<file path="src/hdl/div_cfg_pkg.sv">
`default_nettype none

package div_cfg_pkg;

    // architectural word
    localparam int xlen = 32;

    // one guard bit so signed and unsigned share one core
    localparam int dlen = xlen + 1;

    // counts up to dlen - 1 iterations
    localparam int cnt_w = 6;

    typedef logic [xlen-1:0] xlen_t;   // operand / result word
    typedef logic [dlen-1:0] dlen_t;   // extended operand / core result

endpackage

`default_nettype wire

</file>
<file path="src/hdl/div_op_pkg.sv">
`default_nettype none

package div_op_pkg;

    typedef enum logic [1:0] {
        op_div  = 2'd0,
        op_divu = 2'd1,
        op_rem  = 2'd2,
        op_remu = 2'd3
    } div_op_t;

    // zero-extend operands for these
    function automatic logic op_is_unsigned(div_op_t op);
        return (op == op_divu) || (op == op_remu);
    endfunction

    // remainder instead of quotient
    function automatic logic op_is_rem(div_op_t op);
        return (op == op_rem) || (op == op_remu);
    endfunction

endpackage

`default_nettype wire

</file>
<file path="src/hdl/div_operand_prep.sv">
`timescale 1ns/1ns
`default_nettype none

module div_operand_prep (
    input  logic                clk,
    input  logic                rst_n,
    input  logic                start,
    input  div_op_pkg::div_op_t op,
    input  div_cfg_pkg::xlen_t  dividend,
    input  div_cfg_pkg::xlen_t  divisor,
    input  logic                done,
    output logic                busy,
    output logic                core_start,
    output div_cfg_pkg::dlen_t  core_dividend,
    output div_cfg_pkg::dlen_t  core_divisor,
    output div_op_pkg::div_op_t held_op
);
    import div_cfg_pkg::*;
    import div_op_pkg::*;

    logic  accept;
    logic  sign_ext;
    dlen_t ext_dividend;
    dlen_t ext_divisor;

    assign accept   = start && !busy;       // drop starts while busy
    assign sign_ext = !op_is_unsigned(op);

    // guard bit copies the sign only for signed ops
    assign ext_dividend = {sign_ext & dividend[xlen-1], dividend};
    assign ext_divisor  = {sign_ext & divisor[xlen-1], divisor};

    always_ff @(posedge clk or negedge rst_n) begin
        if (!rst_n) begin
            busy       <= 1'b0;
            core_start <= 1'b0;
        end else begin
            core_start <= accept;           // one cycle behind accept
            if (accept) begin
                busy <= 1'b1;
            end else if (done) begin
                busy <= 1'b0;
            end
        end
    end

    // held until the next accepted start
    always_ff @(posedge clk) begin
        if (accept) begin
            held_op       <= op;
            core_dividend <= ext_dividend;
            core_divisor  <= ext_divisor;
        end
    end

endmodule

`default_nettype wire

</file>
<file path="src/hdl/div_result_select.sv">
`timescale 1ns/1ns
`default_nettype none

module div_result_select (
    input  logic                clk,
    input  logic                rst_n,
    input  div_op_pkg::div_op_t held_op,
    input  div_cfg_pkg::dlen_t  div_quotient,
    input  div_cfg_pkg::dlen_t  div_remainder,
    input  logic                div_ready,
    output div_cfg_pkg::xlen_t  result,
    output logic                done
);
    import div_cfg_pkg::*;
    import div_op_pkg::*;

    dlen_t sel;

    assign sel = op_is_rem(held_op) ? div_remainder : div_quotient;

    always_ff @(posedge clk or negedge rst_n) begin
        if (!rst_n) begin
            result <= '0;
            done   <= 1'b0;
        end else begin
            done <= div_ready;
            if (div_ready) begin
                result <= sel[xlen-1:0];    // drop the guard bit
            end
        end
    end

endmodule

`default_nettype wire

</file>
<file path="src/hdl/div_unit.sv">
`timescale 1ns/1ns
`default_nettype none

module div_unit (
    input  logic                clk,
    input  logic                rst_n,
    input  logic                start,
    input  div_op_pkg::div_op_t op,
    input  div_cfg_pkg::xlen_t  dividend,
    input  div_cfg_pkg::xlen_t  divisor,
    output div_cfg_pkg::xlen_t  result,
    output logic                done,
    output logic                busy
);
    import div_cfg_pkg::*;
    import div_op_pkg::*;

    logic    core_start;
    dlen_t   core_dividend;
    dlen_t   core_divisor;
    div_op_t held_op;
    dlen_t   div_quotient;
    dlen_t   div_remainder;
    logic    div_ready;

    div_operand_prep div_operand_prep_i (
        .clk           (clk),
        .rst_n         (rst_n),
        .start         (start),
        .op            (op),
        .dividend      (dividend),
        .divisor       (divisor),
        .done          (done),
        .busy          (busy),
        .core_start    (core_start),
        .core_dividend (core_dividend),
        .core_divisor  (core_divisor),
        .held_op       (held_op)
    );

    divider #(
        .WIDTH (dlen)
    ) divider_i (
        .clk           (clk),
        .rst_n         (rst_n),
        .div_s1        (core_dividend),
        .div_s2        (core_divisor),
        .div_start     (core_start),
        .div_quotient  (div_quotient),
        .div_remainder (div_remainder),
        .div_ready     (div_ready)
    );

    div_result_select div_result_select_i (
        .clk           (clk),
        .rst_n         (rst_n),
        .held_op       (held_op),
        .div_quotient  (div_quotient),
        .div_remainder (div_remainder),
        .div_ready     (div_ready),
        .result        (result),
        .done          (done)
    );

endmodule

`default_nettype wire

</file>
<file path="src/hdl/divider.sv">
`timescale 1ns/1ns
`default_nettype none

module divider #(
    parameter int WIDTH = div_cfg_pkg::dlen
) (
    input  logic             clk,
    input  logic             rst_n,
    input  logic [WIDTH-1:0] div_s1,          // dividend
    input  logic [WIDTH-1:0] div_s2,          // divisor
    input  logic             div_start,
    output logic [WIDTH-1:0] div_quotient,
    output logic [WIDTH-1:0] div_remainder,
    output logic             div_ready
);
    import div_cfg_pkg::*;

    typedef enum logic [3:0] {
        st_idle = 4'b0001,
        st_calc = 4'b0010,
        st_adj  = 4'b0100,
        st_noop = 4'b1000
    } state_t;

    state_t           state;
    logic [cnt_w-1:0] count;

    logic [WIDTH-1:0] reg_q;                  // dividend shifts out, quotient in
    logic [WIDTH-1:0] reg_r;                  // partial remainder
    logic [WIDTH-1:0] reg_b;                  // divisor magnitude
    logic             r_sign;                 // partial remainder negative

    logic [WIDTH:0]   sub_add;
    logic [WIDTH-1:0] abs_s1;
    logic [WIDTH-1:0] abs_s2;
    logic [WIDTH-1:0] fixed_rem;
    logic             divisor_nz;
    logic             s1_neg;
    logic             s2_neg;
    logic             q_neg;
    logic             r_neg;
    logic             last_step;

    assign divisor_nz = |div_s2;
    assign s1_neg     = div_s1[WIDTH-1];
    assign s2_neg     = div_s2[WIDTH-1];

    assign abs_s1 = s1_neg ? (~div_s1 + 1'b1) : div_s1;
    assign abs_s2 = s2_neg ? (~div_s2 + 1'b1) : div_s2;

    // add back after a negative step, subtract otherwise
    assign sub_add = r_sign ? ({reg_r, reg_q[WIDTH-1]} + {1'b0, reg_b})
                            : ({reg_r, reg_q[WIDTH-1]} - {1'b0, reg_b});

    assign fixed_rem = r_sign ? (reg_r + reg_b) : reg_r;   // final restore

    // zero divisor keeps all ones and the raw dividend
    assign q_neg = (s1_neg ^ s2_neg) && divisor_nz;
    assign r_neg = s1_neg && divisor_nz;

    assign last_step = (count == cnt_w'(WIDTH - 1));

    always_ff @(posedge clk or negedge rst_n) begin
        if (!rst_n) begin
            state     <= st_idle;
            count     <= '0;
            div_ready <= 1'b0;
        end else begin
            div_ready <= (state == st_noop);    // results settled one cycle earlier
            case (state)
                st_idle: begin
                    count <= '0;
                    if (div_start) begin
                        state <= divisor_nz ? st_calc : st_adj;
                    end
                end
                st_calc: begin
                    count <= count + 1'b1;
                    if (last_step) begin
                        state <= st_adj;
                    end
                end
                st_adj: begin
                    state <= st_noop;
                end
                default: begin
                    state <= st_idle;
                end
            endcase
        end
    end

    always_ff @(posedge clk) begin
        case (state)
            st_idle: begin
                if (div_start) begin
                    reg_q  <= divisor_nz ? abs_s1 : '1;
                    reg_r  <= divisor_nz ? '0 : div_s1;
                    reg_b  <= abs_s2;
                    r_sign <= 1'b0;
                end
            end
            st_calc: begin
                reg_r  <= sub_add[WIDTH-1:0];
                r_sign <= sub_add[WIDTH];
                reg_q  <= {reg_q[WIDTH-2:0], ~sub_add[WIDTH]};  // new quotient bit
            end
            st_adj: begin
                div_quotient  <= q_neg ? (~reg_q + 1'b1) : reg_q;
                div_remainder <= r_neg ? (~fixed_rem + 1'b1) : fixed_rem;
            end
            default: begin
            end
        endcase
    end

endmodule

`default_nettype wire

</file>
<file path="config.mk">
export PLATFORM = sky130hd
export DESIGN_NAME = div_unit
export DESIGN_NICKNAME = d
export VERILOG_FILES = /design/src/hdl/div_cfg_pkg.sv /design/src/hdl/div_op_pkg.sv /design/src/hdl/div_operand_prep.sv /design/src/hdl/div_result_select.sv /design/src/hdl/div_unit.sv /design/src/hdl/divider.sv
export SDC_FILE = /design/constraint.sdc
export NUM_CORES = 1
export LEC_CHECK = 0
export ABC_AREA = 0
export ABC_CLOCK_PERIOD_IN_PS = 11250
export CORE_MARGIN = 2
export CORE_UTILIZATION = 27
export CTS_CLUSTER_SIZE = 24
export DETAILED_ROUTE_END_ITERATION = 8
export DONT_BUFFER_PORTS = 1
export PLACE_DENSITY = 0.45
export SYNTH_ARGS = -nofsm -noshare
export SYNTH_HDL_FRONTEND = slang
export SYNTH_SLANG_ARGS = --single-unit
</file>
<file path="constraint.sdc">
create_clock -name clk -period 11.25 [get_ports clk]
set_clock_uncertainty 0.1 [all_clocks]
set_input_delay 1.6875 -clock clk [delete_from_list [all_inputs] [get_ports clk]]
set_output_delay 1.6875 -clock clk [all_outputs]
set_load 0.1 [all_outputs]
</file>
Word-level counts from Yosys, hierarchy flattened:

Cells that the tools add are included.

* RAM bits: 0
* word-level logic and storage cells: 79
* bits in latches: 0
* output and inout port bits: 34
* memories kept: 0
* register bits after elaboration: 278
* memory bits (read-only): 0

* magnitude comparators: 0
* mux-type cells: 22
* shifts and indexed selects: 0
* bitwise operators: 8
* equal/unequal tests: 11
* add/subtract/negate cells: 8
* div/mod/pow operators: 0
* reductions and logical operators: 13
* multiply operators: 0

Operator list (number)
* $mux W33: 5
* $mux W32: 5
* $pmux W33 S2: 2
* $add A33 B1 Y33 const B: 2
* $not A33 Y33: 2
* $add A32 B1 Y32 const B: 2
* $not A32 Y32: 2
* $add A34 B33 Y34: 1
* $mux W34: 1
* $sub A34 B33 Y34: 1
* $reduce_or A33 Y1: 1
* $add A32 B32 Y32: 1
* $pmux W4 S3: 1
* $pmux W6 S2: 1
* $mux W4: 2
* $add A6 B1 Y6 const B: 1
* $eq A2 B2 Y1 const B: 3
* $eq A6 B6 Y1 const B: 1
* $reduce_and A2 Y1: 3
* $eq A4 B1 Y1 const B: 1
* $eq A4 B2 Y1 const B: 1
* $eq A4 B3 Y1 const B: 1
* $eq A4 B4 Y1 const B: 1
* $reduce_bool A2 Y1: 2
* other kinds (12): 19

Depth between registers and ports, before layout:

Gate-level depths: netlist of the first run.

* depth after elaboration: 6
* mapped depth: 19
* mapped depth without buffers: 19

Hierarchy:

From an unflattened synthesis of the first run, not the netlist that was laid out.

* cell total of the unflattened synthesis: 1706
* area total of the unflattened synthesis: 17377.9 um^2

By module, submodules not included
* divider: seq. area each 5261.3 um^2, cells each 1491, times used 1, area an instance 13726.9 um^2
* div_operand_prep: seq. area each 2092.0 um^2, cells each 75, times used 1, area an instance 2119.5 um^2
* div_result_select: seq. area each 825.8 um^2, cells each 140, times used 1, area an instance 1531.5 um^2

Worst setup path before layout of the first run:

OpenSTA, ideal clock, no wires.

* kind: reg-to-reg
* start: register divider_i.state[1]
* end: register divider_i.div_quotient[0], enable pin
* library setup time: 670 ps
* path slack: 3307 ps
* cell stages (with the launch flop): 2
* path buffers: 0
* clock period less this slack: 7943 ps
* data arrival time: 7172 ps
* cells stage by stage: dfrtp_1 nor4b_1

* cells in the longest elaborated chain, start to end: 1

Ends and longest elaborated chain
* start: declaration: line divider.sv:25 `state_t state;`
* start signal: assignment: line divider.sv:65 `state <= st_idle;`
* start signal: assignment: line divider.sv:74 `state <= divisor_nz ? st_calc : st_adj;`
* start signal: assignment: line divider.sv:80 `state <= st_adj;`
* $eq A4 B3 Y1: line divider.sv:94 `case (state)`
* end signal: assignment: line divider.sv:109 `div_quotient <= q_neg ? (~reg_q + 1'b1) : reg_q;`
* end: declaration: line divider.sv:12 `output logic [WIDTH-1:0] div_quotient,`

Every way passes these cells.
A chain may end at the register's enable or synchronous reset.

Worst setup path after layout of the first run:

* start: register divider_i.reg_b[4]
* end: register divider_i.reg_q[0] (data pin)

* cells in the longest elaborated chain, start to end: 4
* elaborated cells on any way between the ends: 5
* classes of those cells: add/sub: 2; mux: 2; bitwise: 1

Ends and longest elaborated chain
* start: declaration: line divider.sv:30 `logic [WIDTH-1:0] reg_b;`
* start signal: assignment: line divider.sv:99 `reg_b <= abs_s2;`
* $sub A34 B33 Y34 / $add A34 B33 Y34 (equally long branches): line divider.sv:53, divider.sv:52
* $mux W34 (*): line divider.sv:52 `assign sub_add = r_sign ? ({reg_r, reg_q[WIDTH-1]} + {1'b0, reg_b})`
* $not A1 Y1 (*): line divider.sv:106 `reg_q <= {reg_q[WIDTH-2:0], ~sub_add[WIDTH]};`
* $pmux W33 S2 (*): line divider.sv:94
* end signal: assignment: line divider.sv:97 `reg_q <= divisor_nz ? abs_s1 : '1;`
* end signal: assignment: line divider.sv:106
* end: declaration: line divider.sv:28 `logic [WIDTH-1:0] reg_q;`

Every way passes the cells marked *; elsewhere a longest branch is shown, timed or not.

==> flow_summary.toml, run 1 <==
[status]
status = "complete, no violations"

[die]
dieHeight_um = 255
chipWidth_um = 255
io_pins = 103
die_area_um2 = 64900
rows = 91
core-area_um2 = 61900
start_util_pct = 27.4

[yosys]
synth_edf_count = 231
synth-async-reset-ratio_pct = 16.6
ys.flop_type = "edfxtp_1"
seq_area_frac_synth_pct = 47.6
syn-cell-area_um2 = 17000
avgSynthCellArea_um2 = 10.2
synth_nets = 1802
synth_warnings = 0
synthCells = 1659
ys_types = 82
ys_seq_elements = 277

[worst_setup_path]
critical_path.top_delay_family = "simple AND/OR/NAND/NOR gates"
path_common_cell = "nor2_1"
crit_type = "reg2reg"
cp-start-kind = "flop"
worst_path_max_delay_cell = "o311ai_0"
end_kind = "flop"
worst-path-buf-inv = 0
cp.required_ns = 11.43
cp.arrival_ns = 5.38
cp_cell_sequence = "or3_1 -> nor3b_1 -> nand3b_1 -> or2_1 -> nor2_1 -> nor2_1 -> xor2_1 -> ha_1 -> nand4_1 -> nor2_1 -> nand2_1 -> o311ai_0 -> o221ai_1 -> o21ai_0 -> a31oi_1 -> mux2i_1 -> nor2_1"
max_stage_delay_ns = 0.56
critPathMaxFanout = 5

[sta]
fmax_ghz = 0.192
rsz0062_at_grt = "no"
setup_tns_ns = 0
period_minus_slack_ns = 5.20
slew_viol_final = 0
hold_violations = 0
slew_headroom_pct = 27.9
finalSetupViolCount = 0
worst_pin_slew_ns = 1.07
finalCritPeriodShare_pct = 46.2

[clock_network]
cts_tree = "done"
clk-insertion-delay-late_ns = 0.56
hold_buffers = 0
cts_root_buf = "clkbuf_16"
postCtsSetupBuffers = 0
clock_path_buffers = 3
cts_sinks = 277
htree_num_levels = 2
clk_pin_slew_worst_paths_ns = 0.06
cts_buffers = 37
ctsResizeCount = 0

[detailed_routing]
via_count = 12400
vias_per_cell = 4.92
post_drt_wl_per_cell_um = 18.9
drt-initial-drc-count = 886
drt-total-wl_um = 47600
drc = 0
dr.pass1.iters = 5
ant_nets = 0

[placed_design]
port_buffers = 0
dp_hpwl_um = 35900
routabilityCongestion = 0.879
dp.cells = 2450

[power]
p_leak_nw = 6.80
powerDensity_nw_per_um2 = 118
max-vdd-ir-drop_mv = 0.100

[global_route]
grt_usage_pct = 14.6
gr-total-overflow = 0
grt_pass1_wl_um = 72800
antenna_found_initial = 3
grt_max_degree = 72
grt_pass1_vias = 12100

[final_layout]
layout_commonest_cell = "edfxtp_1"
final_util_pct = 30.9
area_growth_pct = 12.7
final_cell_mix = "edfxtp_1, a21oi_1, nor2_1"
layout.nets = 1795
stdcell_count = 2518
num_antenna_cells = 0
drive_above_1_share_pct = 6.48

[min_path]
min_path_type = "reg2reg"

[run]
maxCapViolations = 0
## routing by layer
| metal | GRT usage [%] | wire, um |
|---|---|---|
| met2 | 21.7 | 19900 |
| met4 | 4.90 | 1210 |
| met3 | 2.99 | 2490 |
| met5 | 0 | 0 |
| met1 | 21.0 | 23900 |
## final cells by class
type	count	area [um^2]
inverters	48	180
clock buffers	50	1030
repair buffers	18	135
fillers	6419	42800
multi-input cells	1270	8500
clock inverters	18	174
flip-flops and latches	277	8090
well taps	837	1050
## power by group
group,internal (mW),switching [mW]
sequential,1.10,0.00000000000143
combinational,0.000317,0.0000719
clock,0.692,0.468
total,1.79,0.468
## state kept, by name, indices dropped and copies added, names as in the netlist
name	cells
div_operand_prep_i.core_dividend	33
div_operand_prep_i.core_divisor	33
divider_i.reg_b	33
divider_i.reg_q	33
divider_i.reg_r	33
div_result_select_i.result	32
divider_i.div_quotient	32
divider_i.div_remainder	32
divider_i.count	6
divider_i.state	4
div_operand_prep_i.busy	1
div_operand_prep_i.core_start	1
div_operand_prep_i.held_op	1
div_result_select_i.done	1
divider_i.div_ready	1
divider_i.r_sign	1
## cells by family (layout without fill, tap and decap cells)
kind of cell               count (synthesis)  in the layout  share of synthesized area, %
muxes                                     46             46                          2.73
buffers and inverters                    112            134                          2.50
DFF                                      277            277                          47.6
AOI/OAI and AO/OA                        460            460                          17.3
and+or+nand+nor                          503            503                          14.7
xor gates and xnor gates                 187            187                          9.64
adders and majority gates                 74             74                          5.54
## worst paths after layout
path                                                start                             endpoint  slack, ns  cells after the start
max                          divider_i.reg_b[4]$_DFFE_PP_         divider_i.reg_q[0]$_DFFE_PP_       6.05                     17
min                        divider_i.count[5]$_DFFE_PN0P_       divider_i.count[5]$_DFFE_PN0P_       0.41                      1
max reg2reg                  divider_i.reg_b[4]$_DFFE_PP_         divider_i.reg_q[0]$_DFFE_PP_       6.05                     17
min reg2reg                divider_i.count[5]$_DFFE_PN0P_       divider_i.count[5]$_DFFE_PN0P_       0.41                      1
max in group asynchronous                           rst_n       divider_i.state[0]$_DFFE_PN1P_      10.14                      0
min in group asynchronous                           rst_n  div_operand_prep_i.busy$_DFFE_PN0P_       0.73                      0
## stage by stage
stage	hold WS (ns)	instance area, um^2	power (mW)	setup slack [ns]
floorplan	0.252	17000	1.12	3.31
global placement	0.386	18000	1.12	6.14
detailed placement	0.394	18000	1.12	6.04
CTS	0.401	19200	2.30	6.02
global route	0.447	19200	2.34	5.58
finish	0.411	19200	2.26	6.05
## synthesized netlist by cell type, drive strengths merged, types with 5 or more instances
master / n / area share, %
a221oi: 6 / 0.46
edfxtp: 231 / 41
nor3b: 6 / 0.29
a21oi: 168 / 5.0
or4: 12 / 0.55
and3: 12 / 0.44
o21bai: 9 / 0.40
xor2: 80 / 4.1
and2: 11 / 0.41
or3: 11 / 0.41
nand4: 17 / 0.63
nor2b: 11 / 0.41
nand2: 104 / 2.3
nand2b: 23 / 0.85
nand3: 51 / 1.5
a2111oi: 5 / 0.26
nor4b: 7 / 0.36
nand3b: 9 / 0.40
a211oi: 9 / 0.46
dfrtp: 45 / 6.6
a211o: 5 / 0.26
o21a: 9 / 0.40
o41ai: 16 / 0.96
nor3: 40 / 1.2
nor2: 154 / 3.4
xnor2: 107 / 5.5
o21ai: 109 / 3.2
ha: 72 / 5.3
a21o: 26 / 1.1
o31ai: 34 / 1.6
inv: 47 / 1.0
or2: 7 / 0.26
mux2i: 44 / 2.6
buf: 16 / 0.38
a31oi: 14 / 0.60
o211ai: 7 / 0.31
clkbuf: 48 / 1.1
nor4: 20 / 0.77
a21boi: 5 / 0.22
Note: power is estimated with default switching activity, not from simulation.
==> inputs of run 2 (changes only) <==
ABC_CLOCK_PERIOD_IN_PS = 4980   (was 11250)
clock period = 4.98 ns   (was 11.25 ns; I/O delays follow)
==> flow_summary.toml, run 2 (synthesized netlist as in run 1, its figures left out) <==
[sta]
slew_viol_final = 0
worst_pin_slew_ns = 1.07
finalCritPeriodShare_pct = 92.0
hold_violations = 0
rsz0062_at_grt = "no"
finalSetupViolCount = 0
slew_headroom_pct = 28.0
fmax_ghz = 0.218
worst_hold_slack_ns = 0.192
setup_tns_ns = 0
period_minus_slack_ns = 4.58

[worst_setup_path]
rrSetupSlack_ns = 0.40
cp.required_ns = 5.27
cp-start-kind = "flop"
r2r-end = "divider_i.reg_r[32]$_DFFE_PP_"
crit_type = "reg2reg"
reg2reg_from = "divider_i.reg_b[9]$_DFFE_PP_"
cp.arrival_ns = 4.87
end_kind = "flop"
reg2reg_depth = 17
critPathMaxFanout = 5

[placed_design]
dp_hpwl_um = 36800
dp.cells = 2472
port_buffers = 0
place_area_um2 = 18100
routabilityCongestion = 0.814

[clock_network]
htree_num_levels = 2
clock_path_buffers = 3
cts_sinks = 277
postCtsSetupBuffers = 0
cts_root_buf = "clkbuf_16"
cts_buffers = 36
cts_tree = "done"
clk-insertion-delay-late_ns = 0.55
clk_pin_slew_worst_paths_ns = 0.06

[global_route]
grt_pass1_vias = 12500
grt_pass1_wl_um = 74000
grt_max_degree = 68
antenna_found_initial = 2
grt_usage_pct = 14.9
gr-total-overflow = 0

[detailed_routing]
via_count = 12500
ant_nets = 0
drc = 0
post_drt_wl_per_cell_um = 18.9
drt-initial-drc-count = 849
vias_per_cell = 4.94
dr.pass1.iters = 5
drt-total-wl_um = 48000

[min_path]
min_path_type = "in2reg"
worstHoldPathCells = 0
min_from = "divisor[25]"
min_to = "div_operand_prep_i.core_divisor[25]$_DFFE_PP_"

[final_layout]
regArea_um2 = 8090
final_cell_mix = "edfxtp_1, a21oi_1, nor2_1"
final_util_pct = 31.1
nFillCells = 6379
area_growth_pct = 13.5
layout.nets = 1818
stdcell_count = 2540
layout_commonest_cell = "edfxtp_1"
fin_area_um2 = 19300
drive_above_1_share_pct = 7.87
multiInputGateArea_um2 = 8530

[power]
p_leak_nw = 6.88
max-vdd-ir-drop_mv = 0.170
powerDensity_nw_per_um2 = 255

[die]
rows = 91
io_pins = 103
core-area_um2 = 61900
die_area_um2 = 64900
chipWidth_um = 255
dieHeight_um = 255
start_util_pct = 27.4

[run]
maxCapViolations = 0

[status]
status = "complete, no violations"
-- run 2: metal layers --
layer	up-vias	track usage, %	share of wire, %
li1	6236	-	-
met1	5934	21.4	50
met2	298	22.3	42
met3	71	3.05	5.4
met4	2	4.46	2.6
met5	-	0	0.023
-- run 2: area by class of cell --
class,count,area share [%]
flip-flops and latches,277,42.0
clock inverters,18,0.545
well taps,837,5.43
diodes,1,0.0130
repair buffers,42,1.75
inverters,48,0.935
multi-input cells,1270,44.3
clock buffers,47,5.10
-- run 2: through the flow --
step / power, mW / setup slack (ns)
finish: 4.92 / 0.398
global route: 5.10 / 0.0291
CTS: 5.01 / 0.242
detailed placement: 2.54 / 0.268
global placement: 2.54 / 0.318
floorplan: 2.54 / 0.0611
-- run 2: report_power, final --
group | leakage (nW) | switching, mW | internal, mW
combinational | 3.68 | 0.00773 | 0.00350
clock | 0.537 | 1.02 | 1.40
sequential | 2.67 | 0.00000000000322 | 2.49
-- run 2: worst max path at each step --
stage / end / slack, ns / startpoint
3_3_place_gp: divider_i.reg_r[30]$_DFFE_PP_ / 0.32 / divider_i.reg_b[9]$_DFFE_PP_
5_1_grt: divider_i.reg_q[0]$_DFFE_PP_ / 0.03 / divider_i.reg_b[9]$_DFFE_PP_
4_1_cts: divider_i.reg_q[0]$_DFFE_PP_ / 0.24 / divider_i.reg_b[9]$_DFFE_PP_
2_1_floorplan: divider_i.reg_q[0]$_DFFE_PP_ / 0.06 / divider_i.r_sign$_SDFFCE_PN0P_
6_report: divider_i.reg_r[32]$_DFFE_PP_ / 0.40 / divider_i.reg_b[9]$_DFFE_PP_
3_5_place_dp: divider_i.reg_q[0]$_DFFE_PP_ / 0.27 / divider_i.reg_b[9]$_DFFE_PP_
-- run 2: worst max-delay path, stage by stage (launching register included) --
cell and delay, ns:
edfxtp_1 0.44, or4_1 0.59, nor4_2 0.20, nand3b_1 0.20, or2_1 0.28, nor2_1 0.12, nor2_1 0.07, xor2_1 0.15
ha_1 0.38, nand4_1 0.18, nor3_1 0.32, a311oi_2 0.10, o21ai_0 0.25, o211ai_1 0.14, a21boi_0 0.28, o21ai_1 0.17
a2111o_1 0.39, o211ai_1 0.10
-- run 2: repair_timing --
item	CTS	global route
gates resized for setup	0	6
hold buffers	2	0
endpoints found under the setup margin	0	6
hold endpoints to repair	46	0
